**src/common/csr_params.svh**
```systemverilog
// CSR addresses, reset values, write masks and identity constants
`ifndef CSR_PARAMS_SVH
`define CSR_PARAMS_SVH

////////////////////////////////////////
// Trap and machine information CSRs
////////////////////////////////////////

`define CSR_ADDR_MSTATUS        12'h300
`define CSR_ADDR_MISA           12'h301
`define CSR_ADDR_MIE            12'h304
`define CSR_ADDR_MTVEC          12'h305
`define CSR_ADDR_MSCRATCH       12'h340
`define CSR_ADDR_MEPC           12'h341
`define CSR_ADDR_MCAUSE         12'h342
`define CSR_ADDR_MIP            12'h344
`define CSR_ADDR_MVENDORID      12'hF11
`define CSR_ADDR_MARCHID        12'hF12

////////////////////////////////////////
// Performance monitor CSRs
////////////////////////////////////////

`define CSR_ADDR_MCOUNTINHIBIT  12'h320
`define CSR_ADDR_MHPMEVENT3     12'h323
`define CSR_ADDR_MCYCLE         12'hB00   // Low halves
`define CSR_ADDR_MINSTRET       12'hB02
`define CSR_ADDR_MHPMCOUNTER3   12'hB03
`define CSR_ADDR_MCYCLEH        12'hB80   // High halves
`define CSR_ADDR_MINSTRETH      12'hB82
`define CSR_ADDR_MHPMCOUNTER3H  12'hB83

// Identity values
`define MISA_VALUE              32'h40001104  // RV32 with I, M, C
`define MVENDORID_VALUE         32'h00000000  // Non-commercial
`define MARCHID_VALUE           32'h00000014

// mstatus fields kept in this core
`define MSTATUS_MIE_BIT         3
`define MSTATUS_MPIE_BIT        7
`define MSTATUS_MPP_M           2'b11         // Bits 12:11, M-mode only

// Masks and reset values
`define MIE_WRITE_MASK          32'hFFFF0888  // Fast irqs plus MSI, MTI, MEI
`define MTVEC_RESET_VAL         32'h00000001  // Vectored mode, base 0
`define MCOUNTINHIBIT_RESET_VAL 32'h0000000D  // All counters stopped
`define MCOUNTINHIBIT_MASK      32'h0000000D  // CY, IR and HPM3 only

// Event line indices for mhpmevent3
`define HPM_EVENT_CYCLE         0
`define HPM_EVENT_INSTRET       1
`define HPM_EVENT_LOAD          2
`define HPM_EVENT_STORE         3
`define HPM_EVENT_BRANCH        4

`endif

```
**src/common/csr_pkg.sv**
```systemverilog
// Shared CSR data, address, counter and operation types
`default_nettype none

package csr_pkg;

  ////////////////////////////////////////
  // Data path widths
  ////////////////////////////////////////

  typedef logic [31:0] csr_word_t;    // One CSR data word
  typedef logic [11:0] csr_addr_t;    // CSR number from the instruction
  typedef logic [63:0] hpm_count_t;   // Full counter value, both halves
  typedef logic [4:0]  hpm_event_t;   // One bit per countable event

  ////////////////////////////////////////
  // Access operations
  ////////////////////////////////////////

  // Encoding follows funct3[1:0] of the CSR instructions
  typedef enum logic [1:0] {
    CSR_OP_READ  = 2'b00,   // csrr, no write side effect
    CSR_OP_WRITE = 2'b01,   // csrrw
    CSR_OP_SET   = 2'b10,   // csrrs
    CSR_OP_CLEAR = 2'b11    // csrrc
  } csr_op_e;

endpackage

`default_nettype wire

```
**src/verilog/csr_access_unit.sv**
```systemverilog
// CSR read merge and read-modify-write value for set and clear
`timescale 1ns/1ns
`default_nettype none

module csr_access_unit import csr_pkg::*; (
  input  wire logic      csr_access_i,
  input  wire csr_op_e   csr_op_i,
  input  wire csr_word_t csr_wdata_i,
  // Bank results
  input  wire logic      trap_hit_i,
  input  wire csr_word_t trap_rdata_i,
  input  wire logic      hpm_hit_i,
  input  wire csr_word_t hpm_rdata_i,
  // To the core and the banks
  output csr_word_t      csr_rdata_o,
  output logic           csr_we_o,
  output csr_word_t      csr_new_wdata_o
);

  csr_word_t bank_rdata;   // Current value of the addressed CSR
  logic      any_hit;

  ////////////////////////////////////////
  // Read merge
  ////////////////////////////////////////

  assign any_hit = trap_hit_i | hpm_hit_i;

  always_comb begin
    bank_rdata = '0;                      // Unmapped reads 0
    if (trap_hit_i)     bank_rdata = trap_rdata_i;
    else if (hpm_hit_i) bank_rdata = hpm_rdata_i;
  end

  assign csr_rdata_o = csr_access_i ? bank_rdata : '0;

  ////////////////////////////////////////
  // Write value
  ////////////////////////////////////////

  always_comb begin
    case (csr_op_i)
      CSR_OP_WRITE: csr_new_wdata_o = csr_wdata_i;
      CSR_OP_SET:   csr_new_wdata_o = bank_rdata | csr_wdata_i;
      CSR_OP_CLEAR: csr_new_wdata_o = bank_rdata & ~csr_wdata_i;
      default:      csr_new_wdata_o = bank_rdata;     // Read leaves value
    endcase
  end

  // No write for plain reads or addresses nobody owns
  assign csr_we_o = csr_access_i && (csr_op_i != CSR_OP_READ) && any_hit;

  // Bank address maps must not overlap
  always_comb begin
    if (csr_access_i) begin
      assert (!(trap_hit_i && hpm_hit_i))
        else $error("both CSR banks decode the same address");
    end
  end

endmodule

`default_nettype wire

```
**src/trap/machine_trap_csrs.sv**
```systemverilog
// Machine trap CSRs, identity CSRs, trap entry and mret update
`timescale 1ns/1ns
`default_nettype none
`include "csr_params.svh"

module machine_trap_csrs import csr_pkg::*; (
  input  wire logic        clk,
  input  wire logic        rst_n,
  // Software access, already qualified by the access unit
  input  wire csr_addr_t   csr_addr_i,
  input  wire logic        csr_we_i,
  input  wire csr_word_t   csr_wdata_i,
  // Trap controller
  input  wire logic        trap_save_i,
  input  wire logic [5:0]  trap_cause_i,  // Bit 5 flags an interrupt
  input  wire csr_word_t   trap_pc_i,
  input  wire logic        mret_i,
  input  wire csr_word_t   mip_i,
  // Read side
  output csr_word_t        rdata_o,
  output logic             hit_o,
  // To the core
  output logic [23:0]      mtvec_addr_o,
  output logic [1:0]       mtvec_mode_o,
  output csr_word_t        mepc_o,
  output csr_word_t        mie_o,
  output logic             m_irq_enable_o
);

  localparam csr_word_t MTVEC_RST = `MTVEC_RESET_VAL;

  logic        mstatus_mie_q;       // Global irq enable
  logic        mstatus_mpie_q;      // Enable before last trap
  csr_word_t   mie_q;
  logic [23:0] mtvec_addr_q;        // Base, 256 byte aligned
  logic        mtvec_mode_q;        // Low mode bit, 1 = vectored
  csr_word_t   mscratch_q;
  csr_word_t   mepc_q;
  csr_word_t   mcause_q;
  csr_word_t   mstatus_rd;

  // mstatus as seen by software
  always_comb begin
    mstatus_rd                     = '0;
    mstatus_rd[12:11]              = `MSTATUS_MPP_M;   // Always M
    mstatus_rd[`MSTATUS_MPIE_BIT]  = mstatus_mpie_q;
    mstatus_rd[`MSTATUS_MIE_BIT]   = mstatus_mie_q;
  end

  ////////////////////////////////////////
  // Read decode
  ////////////////////////////////////////

  always_comb begin
    hit_o   = 1'b1;
    rdata_o = '0;
    case (csr_addr_i)
      `CSR_ADDR_MSTATUS:   rdata_o = mstatus_rd;
      `CSR_ADDR_MISA:      rdata_o = `MISA_VALUE;
      `CSR_ADDR_MIE:       rdata_o = mie_q;
      `CSR_ADDR_MTVEC:     rdata_o = {mtvec_addr_q, 7'b0, mtvec_mode_q};
      `CSR_ADDR_MSCRATCH:  rdata_o = mscratch_q;
      `CSR_ADDR_MEPC:      rdata_o = mepc_q;
      `CSR_ADDR_MCAUSE:    rdata_o = mcause_q;
      `CSR_ADDR_MIP:       rdata_o = mip_i;           // Live pending lines
      `CSR_ADDR_MVENDORID: rdata_o = `MVENDORID_VALUE;
      `CSR_ADDR_MARCHID:   rdata_o = `MARCHID_VALUE;
      default:             hit_o   = 1'b0;            // Not in this bank
    endcase
  end

  ////////////////////////////////////////
  // Register updates
  ////////////////////////////////////////

  // Per register write strobes, read only CSRs have none
  logic mstatus_we, mie_we, mtvec_we, mscratch_we, mepc_we, mcause_we;

  assign mstatus_we  = csr_we_i && (csr_addr_i == `CSR_ADDR_MSTATUS);
  assign mie_we      = csr_we_i && (csr_addr_i == `CSR_ADDR_MIE);
  assign mtvec_we    = csr_we_i && (csr_addr_i == `CSR_ADDR_MTVEC);
  assign mscratch_we = csr_we_i && (csr_addr_i == `CSR_ADDR_MSCRATCH);
  assign mepc_we     = csr_we_i && (csr_addr_i == `CSR_ADDR_MEPC);
  assign mcause_we   = csr_we_i && (csr_addr_i == `CSR_ADDR_MCAUSE);

  // mstatus: trap entry, then mret, then software
  always_ff @(posedge clk or negedge rst_n) begin
    if (!rst_n) begin
      mstatus_mie_q  <= 1'b0;
      mstatus_mpie_q <= 1'b0;
    end else if (trap_save_i) begin
      mstatus_mpie_q <= mstatus_mie_q;   // Stack the enable
      mstatus_mie_q  <= 1'b0;
    end else if (mret_i) begin
      mstatus_mie_q  <= mstatus_mpie_q;  // Unstack
      mstatus_mpie_q <= 1'b1;
    end else if (mstatus_we) begin
      mstatus_mie_q  <= csr_wdata_i[`MSTATUS_MIE_BIT];
      mstatus_mpie_q <= csr_wdata_i[`MSTATUS_MPIE_BIT];
    end
  end

  // mepc and mcause: trap entry beats software
  always_ff @(posedge clk or negedge rst_n) begin
    if (!rst_n) begin
      mepc_q   <= '0;
      mcause_q <= '0;
    end else if (trap_save_i) begin
      mepc_q   <= trap_pc_i;
      mcause_q <= {trap_cause_i[5], 26'b0, trap_cause_i[4:0]};
    end else begin
      if (mepc_we) begin
        mepc_q <= {csr_wdata_i[31:1], 1'b0};          // Halfword aligned
      end
      if (mcause_we) begin
        mcause_q <= {csr_wdata_i[31], 26'b0, csr_wdata_i[4:0]};
      end
    end
  end

  // Software only registers
  always_ff @(posedge clk or negedge rst_n) begin
    if (!rst_n) begin
      mie_q        <= '0;
      mtvec_addr_q <= MTVEC_RST[31:8];
      mtvec_mode_q <= MTVEC_RST[0];
      mscratch_q   <= '0;
    end else begin
      if (mie_we) mie_q <= csr_wdata_i & `MIE_WRITE_MASK;
      if (mtvec_we) begin
        mtvec_addr_q <= csr_wdata_i[31:8];
        mtvec_mode_q <= csr_wdata_i[0];               // Direct or vectored
      end
      if (mscratch_we) mscratch_q <= csr_wdata_i;
    end
  end

  assign mtvec_addr_o   = mtvec_addr_q;
  assign mtvec_mode_o   = {1'b0, mtvec_mode_q};
  assign mepc_o         = mepc_q;
  assign mie_o          = mie_q;
  assign m_irq_enable_o = mstatus_mie_q;

  // Controller never enters and leaves a trap in one cycle
  assert property (@(posedge clk) disable iff (!rst_n) !(trap_save_i && mret_i))
    else $error("trap_save_i and mret_i high together");

endmodule

`default_nettype wire

```
**src/hpm/hpm_counters.sv**
```systemverilog
// Cycle, instret and event counters with event select and inhibit
`timescale 1ns/1ns
`default_nettype none
`include "csr_params.svh"

module hpm_counters import csr_pkg::*; (
  input  wire logic      clk,
  input  wire logic      rst_n,
  // Software access
  input  wire csr_addr_t csr_addr_i,
  input  wire logic      csr_we_i,
  input  wire csr_word_t csr_wdata_i,
  // Event pulses from the pipeline
  input  wire logic      event_instret_i,
  input  wire logic      event_load_i,
  input  wire logic      event_store_i,
  input  wire logic      event_branch_i,
  // Read side
  output csr_word_t      rdata_o,
  output logic           hit_o
);

  localparam int NUM_CNT = 3;   // 0 mcycle, 1 minstret, 2 mhpmcounter3

  hpm_count_t           cnt_q [NUM_CNT];
  csr_word_t            inhibit_q;        // mcountinhibit
  hpm_event_t           evt_sel_q;        // mhpmevent3
  hpm_event_t           events;
  logic [NUM_CNT-1:0]   wr_lo;
  logic [NUM_CNT-1:0]   wr_hi;
  logic [NUM_CNT-1:0]   cnt_inh;
  logic [NUM_CNT-1:0]   cnt_inc;

  ////////////////////////////////////////
  // Event lines
  ////////////////////////////////////////

  always_comb begin
    events                     = '0;
    events[`HPM_EVENT_CYCLE]   = 1'b1;          // Every cycle
    events[`HPM_EVENT_INSTRET] = event_instret_i;
    events[`HPM_EVENT_LOAD]    = event_load_i;
    events[`HPM_EVENT_STORE]   = event_store_i;
    events[`HPM_EVENT_BRANCH]  = event_branch_i;
  end

  // Inhibit bits CY, IR and HPM3
  assign cnt_inh = {inhibit_q[3], inhibit_q[2], inhibit_q[0]};

  // Raw count conditions, gated by inhibit
  assign cnt_inc = ~cnt_inh & {|(events & evt_sel_q), event_instret_i, 1'b1};

  // Half write strobes
  assign wr_lo[0] = csr_we_i && (csr_addr_i == `CSR_ADDR_MCYCLE);
  assign wr_lo[1] = csr_we_i && (csr_addr_i == `CSR_ADDR_MINSTRET);
  assign wr_lo[2] = csr_we_i && (csr_addr_i == `CSR_ADDR_MHPMCOUNTER3);
  assign wr_hi[0] = csr_we_i && (csr_addr_i == `CSR_ADDR_MCYCLEH);
  assign wr_hi[1] = csr_we_i && (csr_addr_i == `CSR_ADDR_MINSTRETH);
  assign wr_hi[2] = csr_we_i && (csr_addr_i == `CSR_ADDR_MHPMCOUNTER3H);

  ////////////////////////////////////////
  // Counter registers
  ////////////////////////////////////////

  for (genvar i = 0; i < NUM_CNT; i++) begin : gen_cnt
    always_ff @(posedge clk or negedge rst_n) begin
      if (!rst_n) begin
        cnt_q[i] <= '0;
      end else if (wr_lo[i]) begin
        cnt_q[i][31:0] <= csr_wdata_i;          // Write wins, no count
      end else if (wr_hi[i]) begin
        cnt_q[i][63:32] <= csr_wdata_i;
      end else if (cnt_inc[i]) begin
        cnt_q[i] <= cnt_q[i] + 64'd1;
      end
    end

    // A stopped counter only moves through a software write
    assert property (@(posedge clk) disable iff (!rst_n)
                     (cnt_inh[i] && !wr_lo[i] && !wr_hi[i]) |=> $stable(cnt_q[i]))
      else $error("inhibited counter %0d changed", i);
  end

  // Control registers
  always_ff @(posedge clk or negedge rst_n) begin
    if (!rst_n) begin
      inhibit_q <= `MCOUNTINHIBIT_RESET_VAL;   // Stopped out of reset
      evt_sel_q <= '0;
    end else if (csr_we_i) begin
      if (csr_addr_i == `CSR_ADDR_MCOUNTINHIBIT) inhibit_q <= csr_wdata_i & `MCOUNTINHIBIT_MASK;
      if (csr_addr_i == `CSR_ADDR_MHPMEVENT3)    evt_sel_q <= csr_wdata_i[4:0];
    end
  end

  ////////////////////////////////////////
  // Read decode
  ////////////////////////////////////////

  always_comb begin
    hit_o   = 1'b1;
    rdata_o = '0;
    case (csr_addr_i)
      `CSR_ADDR_MCYCLE:        rdata_o = cnt_q[0][31:0];
      `CSR_ADDR_MCYCLEH:       rdata_o = cnt_q[0][63:32];
      `CSR_ADDR_MINSTRET:      rdata_o = cnt_q[1][31:0];
      `CSR_ADDR_MINSTRETH:     rdata_o = cnt_q[1][63:32];
      `CSR_ADDR_MHPMCOUNTER3:  rdata_o = cnt_q[2][31:0];
      `CSR_ADDR_MHPMCOUNTER3H: rdata_o = cnt_q[2][63:32];
      `CSR_ADDR_MCOUNTINHIBIT: rdata_o = inhibit_q;
      `CSR_ADDR_MHPMEVENT3:    rdata_o = {27'b0, evt_sel_q};
      default:                 hit_o   = 1'b0;
    endcase
  end

endmodule

`default_nettype wire

```
**src/verilog/csr_file_top.sv**
```systemverilog
// Machine CSR file top with access unit, trap bank and counter bank
`timescale 1ns/1ns
`default_nettype none

module csr_file_top import csr_pkg::*; (
  input  wire logic        clk,
  input  wire logic        rst_n,
  // CSR access port
  input  wire logic        csr_access_i,
  input  wire csr_addr_t   csr_addr_i,
  input  wire csr_op_e     csr_op_i,
  input  wire csr_word_t   csr_wdata_i,
  output csr_word_t        csr_rdata_o,
  // Trap controller
  input  wire logic        trap_save_i,
  input  wire logic [5:0]  trap_cause_i,
  input  wire csr_word_t   trap_pc_i,
  input  wire logic        mret_i,
  input  wire csr_word_t   mip_i,
  // Performance events
  input  wire logic        event_instret_i,
  input  wire logic        event_load_i,
  input  wire logic        event_store_i,
  input  wire logic        event_branch_i,
  // Trap state to the core
  output logic [23:0]      mtvec_addr_o,
  output logic [1:0]       mtvec_mode_o,
  output csr_word_t        mepc_o,
  output csr_word_t        mie_o,
  output logic             m_irq_enable_o
);

  logic      trap_hit;
  csr_word_t trap_rdata;
  logic      hpm_hit;
  csr_word_t hpm_rdata;
  logic      csr_we;          // Broadcast to both banks
  csr_word_t csr_new_wdata;

  csr_access_unit u_access (
    .csr_access_i    (csr_access_i),
    .csr_op_i        (csr_op_i),
    .csr_wdata_i     (csr_wdata_i),
    .trap_hit_i      (trap_hit),
    .trap_rdata_i    (trap_rdata),
    .hpm_hit_i       (hpm_hit),
    .hpm_rdata_i     (hpm_rdata),
    .csr_rdata_o     (csr_rdata_o),
    .csr_we_o        (csr_we),
    .csr_new_wdata_o (csr_new_wdata)
  );

  machine_trap_csrs u_trap (
    .clk            (clk),
    .rst_n          (rst_n),
    .csr_addr_i     (csr_addr_i),
    .csr_we_i       (csr_we),
    .csr_wdata_i    (csr_new_wdata),
    .trap_save_i    (trap_save_i),
    .trap_cause_i   (trap_cause_i),
    .trap_pc_i      (trap_pc_i),
    .mret_i         (mret_i),
    .mip_i          (mip_i),
    .rdata_o        (trap_rdata),
    .hit_o          (trap_hit),
    .mtvec_addr_o   (mtvec_addr_o),
    .mtvec_mode_o   (mtvec_mode_o),
    .mepc_o         (mepc_o),
    .mie_o          (mie_o),
    .m_irq_enable_o (m_irq_enable_o)
  );

  hpm_counters u_hpm (
    .clk             (clk),
    .rst_n           (rst_n),
    .csr_addr_i      (csr_addr_i),
    .csr_we_i        (csr_we),
    .csr_wdata_i     (csr_new_wdata),
    .event_instret_i (event_instret_i),
    .event_load_i    (event_load_i),
    .event_store_i   (event_store_i),
    .event_branch_i  (event_branch_i),
    .rdata_o         (hpm_rdata),
    .hit_o           (hpm_hit)
  );

endmodule

`default_nettype wire

```
**config.mk**
```make
export PLATFORM = sky130hd
export DESIGN_NAME = csr_file_top
export DESIGN_NICKNAME = d
export VERILOG_FILES = /design/src/common/csr_pkg.sv /design/src/verilog/csr_access_unit.sv /design/src/trap/machine_trap_csrs.sv /design/src/hpm/hpm_counters.sv /design/src/verilog/csr_file_top.sv
export VERILOG_INCLUDE_DIRS = /design/src /design/src/common
export SDC_FILE = /design/constraint.sdc
export NUM_CORES = 1
export LEC_CHECK = 0
export BUFFER_PORTS_ARGS = -buffer_cell sky130_fd_sc_hd__buf_4
export CORE_UTILIZATION = 30
export DETAILED_ROUTE_END_ITERATION = 10
export PLACE_DENSITY_LB_ADDON = 0.3
export SKIP_LAST_GASP = 1
export SYNTH_ARGS = -nofsm -noshare
export SYNTH_HDL_FRONTEND = slang
export SYNTH_HIERARCHICAL = 1
export SYNTH_SLANG_ARGS = --single-unit
```
**constraint.sdc**
```tcl
create_clock -name clk -period 6.1 [get_ports clk]
set_input_delay 0.61 -clock clk [delete_from_list [all_inputs] [get_ports clk]]
set_output_delay 0.61 -clock clk [all_outputs]
set_load 0.02 [all_outputs]
```
==> After elaboration in Yosys (flattened, before gate mapping) <==
Index checks and enable logic that the tools add are counted.
{ "totals": {"regBits": 342, "inputBits": 125, "out_inout_bits": 123, "word_cells": 118} }
{ "classes": {"add_sub_neg": 3, "n_eq_ne": 24, "muxes": 30, "n_bitwise": 10, "reduce_logical": 35} }
{ "ops": {"columns": ["cell", "count"], "rows": [
  ["32-bit 2-to-1 mux", 16],
  ["32-bit one-hot mux with 9 select lines", 1],
  ["32-bit one-hot mux with 8 select lines", 1],
  ["64-bit by 1-bit adder with 64-bit output, second input constant", 3],
  ["64-bit 2-to-1 mux", 3],
  ["12-bit by 10-bit == test with 1-bit output, second input constant", 10],
  ["12-bit == test, second input constant", 8],
  ["32-bit one-hot mux with 3 select lines", 1],
  ["32-bit bitwise AND", 1],
  ["32-bit inverter", 1],
  ["32-bit bitwise OR", 1],
  ["2-bit nonzero test", 9],
  ["2-bit AND reduction", 8],
  ["1-bit logical AND", 14],
  ["10-bit OR reduction", 1],
  ["1-bit 2-to-1 mux", 8],
  ["8-bit OR reduction", 1],
  ["2-bit by 1-bit inequality test with 1-bit output, second input constant", 3],
  ["5-bit bitwise AND", 1],
  ["5-bit OR reduction", 1],
  ["2-bit == test, second input constant", 2],
  ["3-bit bitwise AND", 1],
  ["1-bit inverter", 3],
  ["3-bit inverter", 1],
  ["other kinds (3)", 3]
]} }

==> Depth between registers and ports, before layout <==
{ "logic_depth": {"depth_word": 10, "depth_mapped": 18, "depth_no_buf": 11} }

==> By module <==
Netlist, hierarchy kept.
{ "by_module_without_submodules": {"columns": ["mod", "instances", "cells_per_inst", "area_per_inst_um2", "seq_area_each_um2"], "rows": [
  ["hpm_counters", 1, 1615, 13300.3, 5008.6],
  ["machine_trap_csrs", 1, 512, 6258.5, 2904.0],
  ["csr_access_unit", 1, 187, 1258.7, 0.0]
]} }

==> Worst setup path after synthesis <==
Ideal clock, no wire load.
{ "synth_timing": {"kind": "input -> register", "start": "input port csr_addr_i[5]", "end": "register u_hpm/cnt_q[168] (netlist name)", "setup_ps": 130, "arrival_ps": 4114, "t_required_ps": 5970, "slack_ps": 1856, "stages": 17, "n_path_buf": 6, "path_cell_list": "nor4_2 > buf_2 > nand2_1 > a2111oi_0 > a21o_1 > buf_2 > buf_2 > o211a_1 > or3b_2 > or4_1 > buf_2 > nand2_2 > buf_4 > buf_2 > a21oi_1 > nor2_1 > a21oi_1"} }
{ "synth_between": {"elab_chain_len": 8, "elab_cells_between_ends": 37, "cone_classes": "18 x eq/ne; 8 x mux; 4 x bitwise; 7 x reduce/logical"} }
{ "synth_rtl": {"columns": ["element", "line", "source"], "rows": [
  ["start, declared", "csr_file_top.sv:10", "input wire csr_addr_t csr_addr_i,"],
  ["12-bit by 10-bit == test with 1-bit output or 12-bit == test (tied branches)", "machine_trap_csrs.sv:57", "case (csr_addr_i)"],
  ["10-bit OR reduction (no line) (*)", null, null],
  ["1-bit 2-to-1 mux (*)", "machine_trap_csrs.sv:57", null],
  ["net trap_hit", "csr_file_top.sv:33", "logic trap_hit;"],
  ["1-bit bitwise OR (*)", "csr_access_unit.sv:27", "assign any_hit = trap_hit_i | hpm_hit_i;"],
  ["1-bit logical AND (*)", "csr_access_unit.sv:51", "assign csr_we_o = csr_access_i && (csr_op_i != CSR_OP_READ) && any_hit;"],
  ["net csr_we", "csr_file_top.sv:37", "logic csr_we;"],
  ["1-bit logical AND (on tied branches)", "hpm_counters.sv:57, hpm_counters.sv:54", null],
  ["2-bit nonzero test (no line) or 1-bit inverter (tied branches)", null, null],
  ["2-bit AND reduction (no line)", null, null],
  ["end signal, assigned by index", "hpm_counters.sv:70", "cnt_q[i][31:0] <= csr_wdata_i;"],
  ["end signal, assigned by index", "hpm_counters.sv:72", "cnt_q[i][63:32] <= csr_wdata_i;"],
  ["end signal, assigned by index", "hpm_counters.sv:74", "cnt_q[i] <= cnt_q[i] + 64'd1;"],
  ["end, declared", "hpm_counters.sv:25", "hpm_count_t cnt_q [NUM_CNT];"]
]} }
The timed path passes the listed nets; every way through them passes the cells marked *.
A chain may end at the register's enable or synchronous reset.

==> Worst setup path in the final report <==
{ "layout_timing": {"start": "input port csr_addr_i[11]", "end": "output port csr_rdata_o[26]"} }
{ "layout_between": {"elab_cells_between_ends": 27, "cone_classes": "18 x eq/ne; 7 x mux; 2 x reduce/logical"} }
{ "layout_rtl": {"columns": ["element", "line", "source"], "rows": [
  ["12-bit by 10-bit == test with 1-bit output or 12-bit == test (tied branches)", "hpm_counters.sv:102", "case (csr_addr_i)"],
  ["32-bit one-hot mux with 8 select lines (*)", "hpm_counters.sv:102", null],
  ["net hpm_rdata[26]", "csr_file_top.sv:36", "csr_word_t hpm_rdata;"],
  ["32-bit 2-to-1 mux (*)", "csr_access_unit.sv:32", "else if (hpm_hit_i) bank_rdata = hpm_rdata_i;"],
  ["32-bit 2-to-1 mux (*)", "csr_access_unit.sv:31", "if (trap_hit_i) bank_rdata = trap_rdata_i;"],
  ["32-bit 2-to-1 mux (*)", "csr_access_unit.sv:35", "assign csr_rdata_o = csr_access_i ? bank_rdata : '0;"],
  ["end, declared", "csr_file_top.sv:13", "output csr_word_t csr_rdata_o,"]
]} }
Marks and branches as above.

==> reports/results.md <==
## Outcome
• complete, no violations — run status

## Die
• 265 um — die extent in x
• 96 — placement row count
• 30.4% — effective utilization at floorplan
• 70400 um^2 — die outline area
• 248 — top-level port count
• 265 um — Die Height
• 68600 um^2 — Floorplan Core Area

## Clock network
• 0 — post-CTS setup buffer count
• 0.06 ns — Reg clk slew, reported paths
• 3 — maximum buffer depth of the clock tree
• 39 — number of buffers added by the clock tree synthesis step
• 1 — total of hold buffers inserted after clock tree synthesis
• yes — CTS tree
• 0.58 ns — clock insertion delay at the later pin of the skew report
• 316 — CTS sink cnt
• sky130_fd_sc_hd__clkbuf_16 — CTS Root Buffer Type
• 0 — # resized after CTS
• 2 — maximum level of the CTS H-tree

## Placed design
• 23600 um^2 — placed standard-cell area
• 70300 um — half-perimeter wire length after placement
• 1.00 — Routability Congestion
• 233 — IO buf count

## Yosys
• sky130_fd_sc_hd__dfrtp_1 — main flop type after synthesis
• 9.00 um^2 — Avg Cell Area, Syn
• 2314 — synthesized instance count
• 5.85% — post-synthesis share of cell area spent on xor and xnor gates
• 6 — Syn. warnings
• 316 — #FFs+latches synth
• 100% — fraction of synthesis flops using an asynchronous set or reset pin
• 20800 um^2 — Syn Std Cell Area
• 18.7% — compound-cell area share of the yosys netlist
• 0 — number of flops mapped to enable cells by yosys
• 85 — count of distinct cell types in the synthesized netlist
• 38.0% — post-synthesis sequential area ratio
• simple AND/OR/NAND/NOR gates — main combinational cell family by area after synthesis
• 9.44% — mux share of post-synthesis cell area
• 0.180% — area share of fa/ha/maj cells after synthesis
• 23.4% — fraction of the mapped netlist area in simple logic gates

## Cells and area
• 0 — number of diodes
• 24900 um^2 — final design area excluding fillers
• 12100 um^2 — area of the multi-input gates
• 6968 — total of fill cells in the finished design
• 7910 um^2 — footprint of the flip-flops and latches
• 2628 — net total in the final layout
• 21.8% — fraction of layout cells with a size suffix above 1
• 19.4% — layout-stage area growth over the synthesis result

## Critical path
• 5.49 ns — CP required
• primary output — kind of end point of the critical path
• 9 — count of cell instances traversed by the critical path
• sky130_fd_sc_hd__nor2_2 — Crit-path slowest cell
• simple AND/OR/NAND/NOR gates — dominant delay contributor by cell family on the critical path
• input port to primary output — CP Class
• 2 — crit path buf inv count
• buf_4, nor2b_1, nand4_1, nor2_2, a222oi_1, nand2_1, nand3b_1, a21boi_0, buf_4 — worst-path cell chain
• 18 — largest driver fanout on the critical path
• 3.98 ns — worst endpoint data arrival time
• 0.84 ns — largest incremental delay on the critical path
• sky130_fd_sc_hd__buf_4 — Top cell by count, worst path
• 6 — FF-to-FF path depth
• input port — type of element launching the critical path

## Job
• 0 — max_cap viols

## Global route
• 139000 um — global-route wire length before repair
• 125 — maximum number of pins on one net before global-route repair
• 4 — antenna violations before repair
• 0 — GRT Residual Overflow
• 26.3% — overall routing resource usage
• 20.3k — vias in the first global route

## Detailed routing
• 27.2 um — routed length per instance
• 3188 — violation count after the first detailed-routing iteration
• 21.2k — via total after detailed routing
• 10 — first-pass detailed-route iteration total
• 6.13 — average vias per placed instance
• 0 — number of nets with antenna violations after routing
• 0 — DR DRC count
• 94200 um — wirelength, routed

## Timing
• 4.59 ns — clock period minus worst slack
• 0 — hold violation count in the final report
• 1.13 ns — actual transition at the worst max-transition pin
• 0 — number of pins exceeding their max-slew limit in the final report
• 0.0137 ns — Worst Clk Skew
• 218 MHz — fmax
• 75.2% — ratio of final minimum period to clock period
• 0 ns — Fin Setup TNS
• false — RSZ-0062 raised after global routing
• 0 — final count of negative-setup-slack endpoints
• 24.4% — slew margin rel.

## Power and ir drop
• 207 nW/um^2 — areal power density over the cells
• 10.3 nW — standby leakage power
• 5.14 mW — overall power of the completed layout
• 203 uV — worst-case vdd ir drop

## Worst hold path
• 3 — Hold Crit Depth
• input port to flip-flop — Hold Crit Class

-- stage by stage --
step | worst slack [ns] | std cells | hold WS [ns] | utilization, %
after floorplan | 1.86 | 2327 | 0.314 | -
after detailed placement | 1.21 | 3389 | 0.493 | 34.4
after global routing | 1.42 | 3460 | 0.247 | 36.2
after global placement | 1.02 | 3387 | 0.487 | 34.4
after CTS | 1.61 | 3460 | 0.224 | 36.2
final | 1.51 | 3460 | 0.244 | 36.2
-- per-layer routing --
metal	share of wire [%]	GRT usage, %	vias to the layer above
li1	-	-	9078
met1	41	35.6	10600
met5	0.023	0	-
met2	45	41.0	1293
met4	3.9	10.2	4
met3	11	5.18	200
-- worst register-to-register path, stage by stage (launching register included) --
cell and delay, ns:
sky130_fd_sc_hd__dfrtp_1 0.55, sky130_fd_sc_hd__nand4_2 0.33, sky130_fd_sc_hd__nor4_2 0.61, sky130_fd_sc_hd__nand4_1 0.64, sky130_fd_sc_hd__nor4_1 0.59, sky130_fd_sc_hd__nor3_1 0.10
sky130_fd_sc_hd__a211oi_1 0.23
-- layout make-up --
class                           instances  share of cell area (%)
Tap cell                              931                    4.69
Clock inverter                         14                   0.639
Multi-Input combinational cell       1815                    48.6
Inverter                               18                   0.272
Sequential cell                       316                    31.8
Clock buffer                           56                    4.42
Timing Repair Buffer                  310                    9.50
-- state kept, by name (all words and copies together) (netlist names) --
| name | flops |
|---|---|
| u_trap/mstatus_mpie_q | 1 |
| u_trap/mtvec_mode_q | 1 |
| u_hpm/inhibit_q | 3 |
| u_trap/mie_o | 19 |
| u_hpm/evt_sel_q | 5 |
| u_trap/mtvec_addr_o | 24 |
| u_trap/m_irq_enable_o | 1 |
| u_trap/mscratch_q | 32 |
| u_hpm/cnt_q | 192 |
| u_trap/mepc_o | 32 |
| u_trap/mcause_q | 6 |
-- path summary, 6_finish.rpt --
path / from / to / slack [ns]
max: csr_addr_i[11] / csr_rdata_o[26] / 1.51
min: trap_pc_i[0] / u_trap/mepc_o[0]$_DFFE_PN0P_ / 0.24
max reg2reg: u_hpm/cnt_q[69]$_DFFE_PN0P_ / u_hpm/cnt_q[104]$_DFFE_PN0P_ / 2.96
min reg2reg: u_trap/mscratch_q[12]$_DFFE_PN0P_ / u_trap/mscratch_q[12]$_DFFE_PN0P_ / 0.51
max in group asynchronous: rst_n / u_hpm/cnt_q[36]$_DFFE_PN0P_ / 4.01
min in group asynchronous: rst_n / u_trap/mepc_o[17]$_DFFE_PN0P_ / 0.55
-- Yosys cell counts, types with 9 or more instances --
| master | n | area, um^2 |
|---|---|---|
| sky130_fd_sc_hd__buf_4 | 19 | 143 |
| sky130_fd_sc_hd__nand3_1 | 122 | 611 |
| sky130_fd_sc_hd__mux2_2 | 131 | 1480 |
| sky130_fd_sc_hd__and2_1 | 22 | 138 |
| sky130_fd_sc_hd__xor2_1 | 54 | 473 |
| sky130_fd_sc_hd__o21ai_0 | 119 | 596 |
| sky130_fd_sc_hd__a21oi_1 | 97 | 485 |
| sky130_fd_sc_hd__buf_2 | 33 | 165 |
| sky130_fd_sc_hd__dfrtp_1 | 312 | 7810 |
| sky130_fd_sc_hd__nor2_1 | 137 | 514 |
| sky130_fd_sc_hd__mux2_1 | 32 | 360 |
| sky130_fd_sc_hd__a221o_1 | 14 | 140 |
| sky130_fd_sc_hd__a222oi_1 | 61 | 611 |
| sky130_fd_sc_hd__a31oi_1 | 13 | 81.3 |
| sky130_fd_sc_hd__or3_1 | 17 | 106 |
| sky130_fd_sc_hd__nand2b_1 | 9 | 56.3 |
| sky130_fd_sc_hd__or4_1 | 17 | 128 |
| sky130_fd_sc_hd__inv_1 | 18 | 67.6 |
| sky130_fd_sc_hd__mux2i_1 | 13 | 130 |
| sky130_fd_sc_hd__o211ai_1 | 17 | 128 |
| sky130_fd_sc_hd__and4_1 | 17 | 149 |
| sky130_fd_sc_hd__nor4_1 | 35 | 219 |
| sky130_fd_sc_hd__a22oi_1 | 129 | 968 |
| sky130_fd_sc_hd__o22ai_1 | 11 | 68.8 |
| sky130_fd_sc_hd__xnor2_1 | 85 | 744 |
| sky130_fd_sc_hd__nand4_1 | 81 | 507 |
| sky130_fd_sc_hd__and3_1 | 63 | 394 |
| sky130_fd_sc_hd__nor3_1 | 46 | 230 |
| sky130_fd_sc_hd__nand2_1 | 266 | 998 |
| sky130_fd_sc_hd__a22o_1 | 24 | 210 |
| sky130_fd_sc_hd__nor2b_1 | 37 | 231 |
| sky130_fd_sc_hd__clkbuf_1 | 112 | 420 |
-- report_power, final --
part | total [mW] | switching (mW) | leakage [nW] | internal [mW]
combinational | 0.561 | 0.351 | 5.50 | 0.210
sequential | 2.20 | 0.0627 | 4.14 | 2.14
clock | 2.38 | 0.995 | 0.620 | 1.38
-- placed cells by master, fill, tap and decap left out, types with 18 or more instances in the layout --
master	n
sky130_fd_sc_hd__nand2_1	265
sky130_fd_sc_hd__clkbuf_16	39
sky130_fd_sc_hd__a222oi_1	61
sky130_fd_sc_hd__nand3_1	122
sky130_fd_sc_hd__and3_1	63
sky130_fd_sc_hd__dfrtp_1	312
sky130_fd_sc_hd__nor4_1	34
sky130_fd_sc_hd__and2_1	22
sky130_fd_sc_hd__a22o_1	24
sky130_fd_sc_hd__inv_1	18
sky130_fd_sc_hd__xor2_1	54
sky130_fd_sc_hd__xnor2_1	85
sky130_fd_sc_hd__mux2_1	32
sky130_fd_sc_hd__a22oi_1	129
sky130_fd_sc_hd__nand4_1	81
sky130_fd_sc_hd__nor2b_1	37
sky130_fd_sc_hd__mux2_2	131
sky130_fd_sc_hd__nor2_1	127
sky130_fd_sc_hd__buf_4	306
sky130_fd_sc_hd__a21oi_1	97
sky130_fd_sc_hd__nor3_1	46
sky130_fd_sc_hd__o21ai_0	119
-- cells by family after synthesis --
kind of cell | after synthesis
simple gates | 925
compound gates | 558
flops | 316
buf+inv | 196
mux | 176
xor+xnor | 139
fa+ha+maj | 3
other cells | 1
Power figures use the tool's default switching activity.
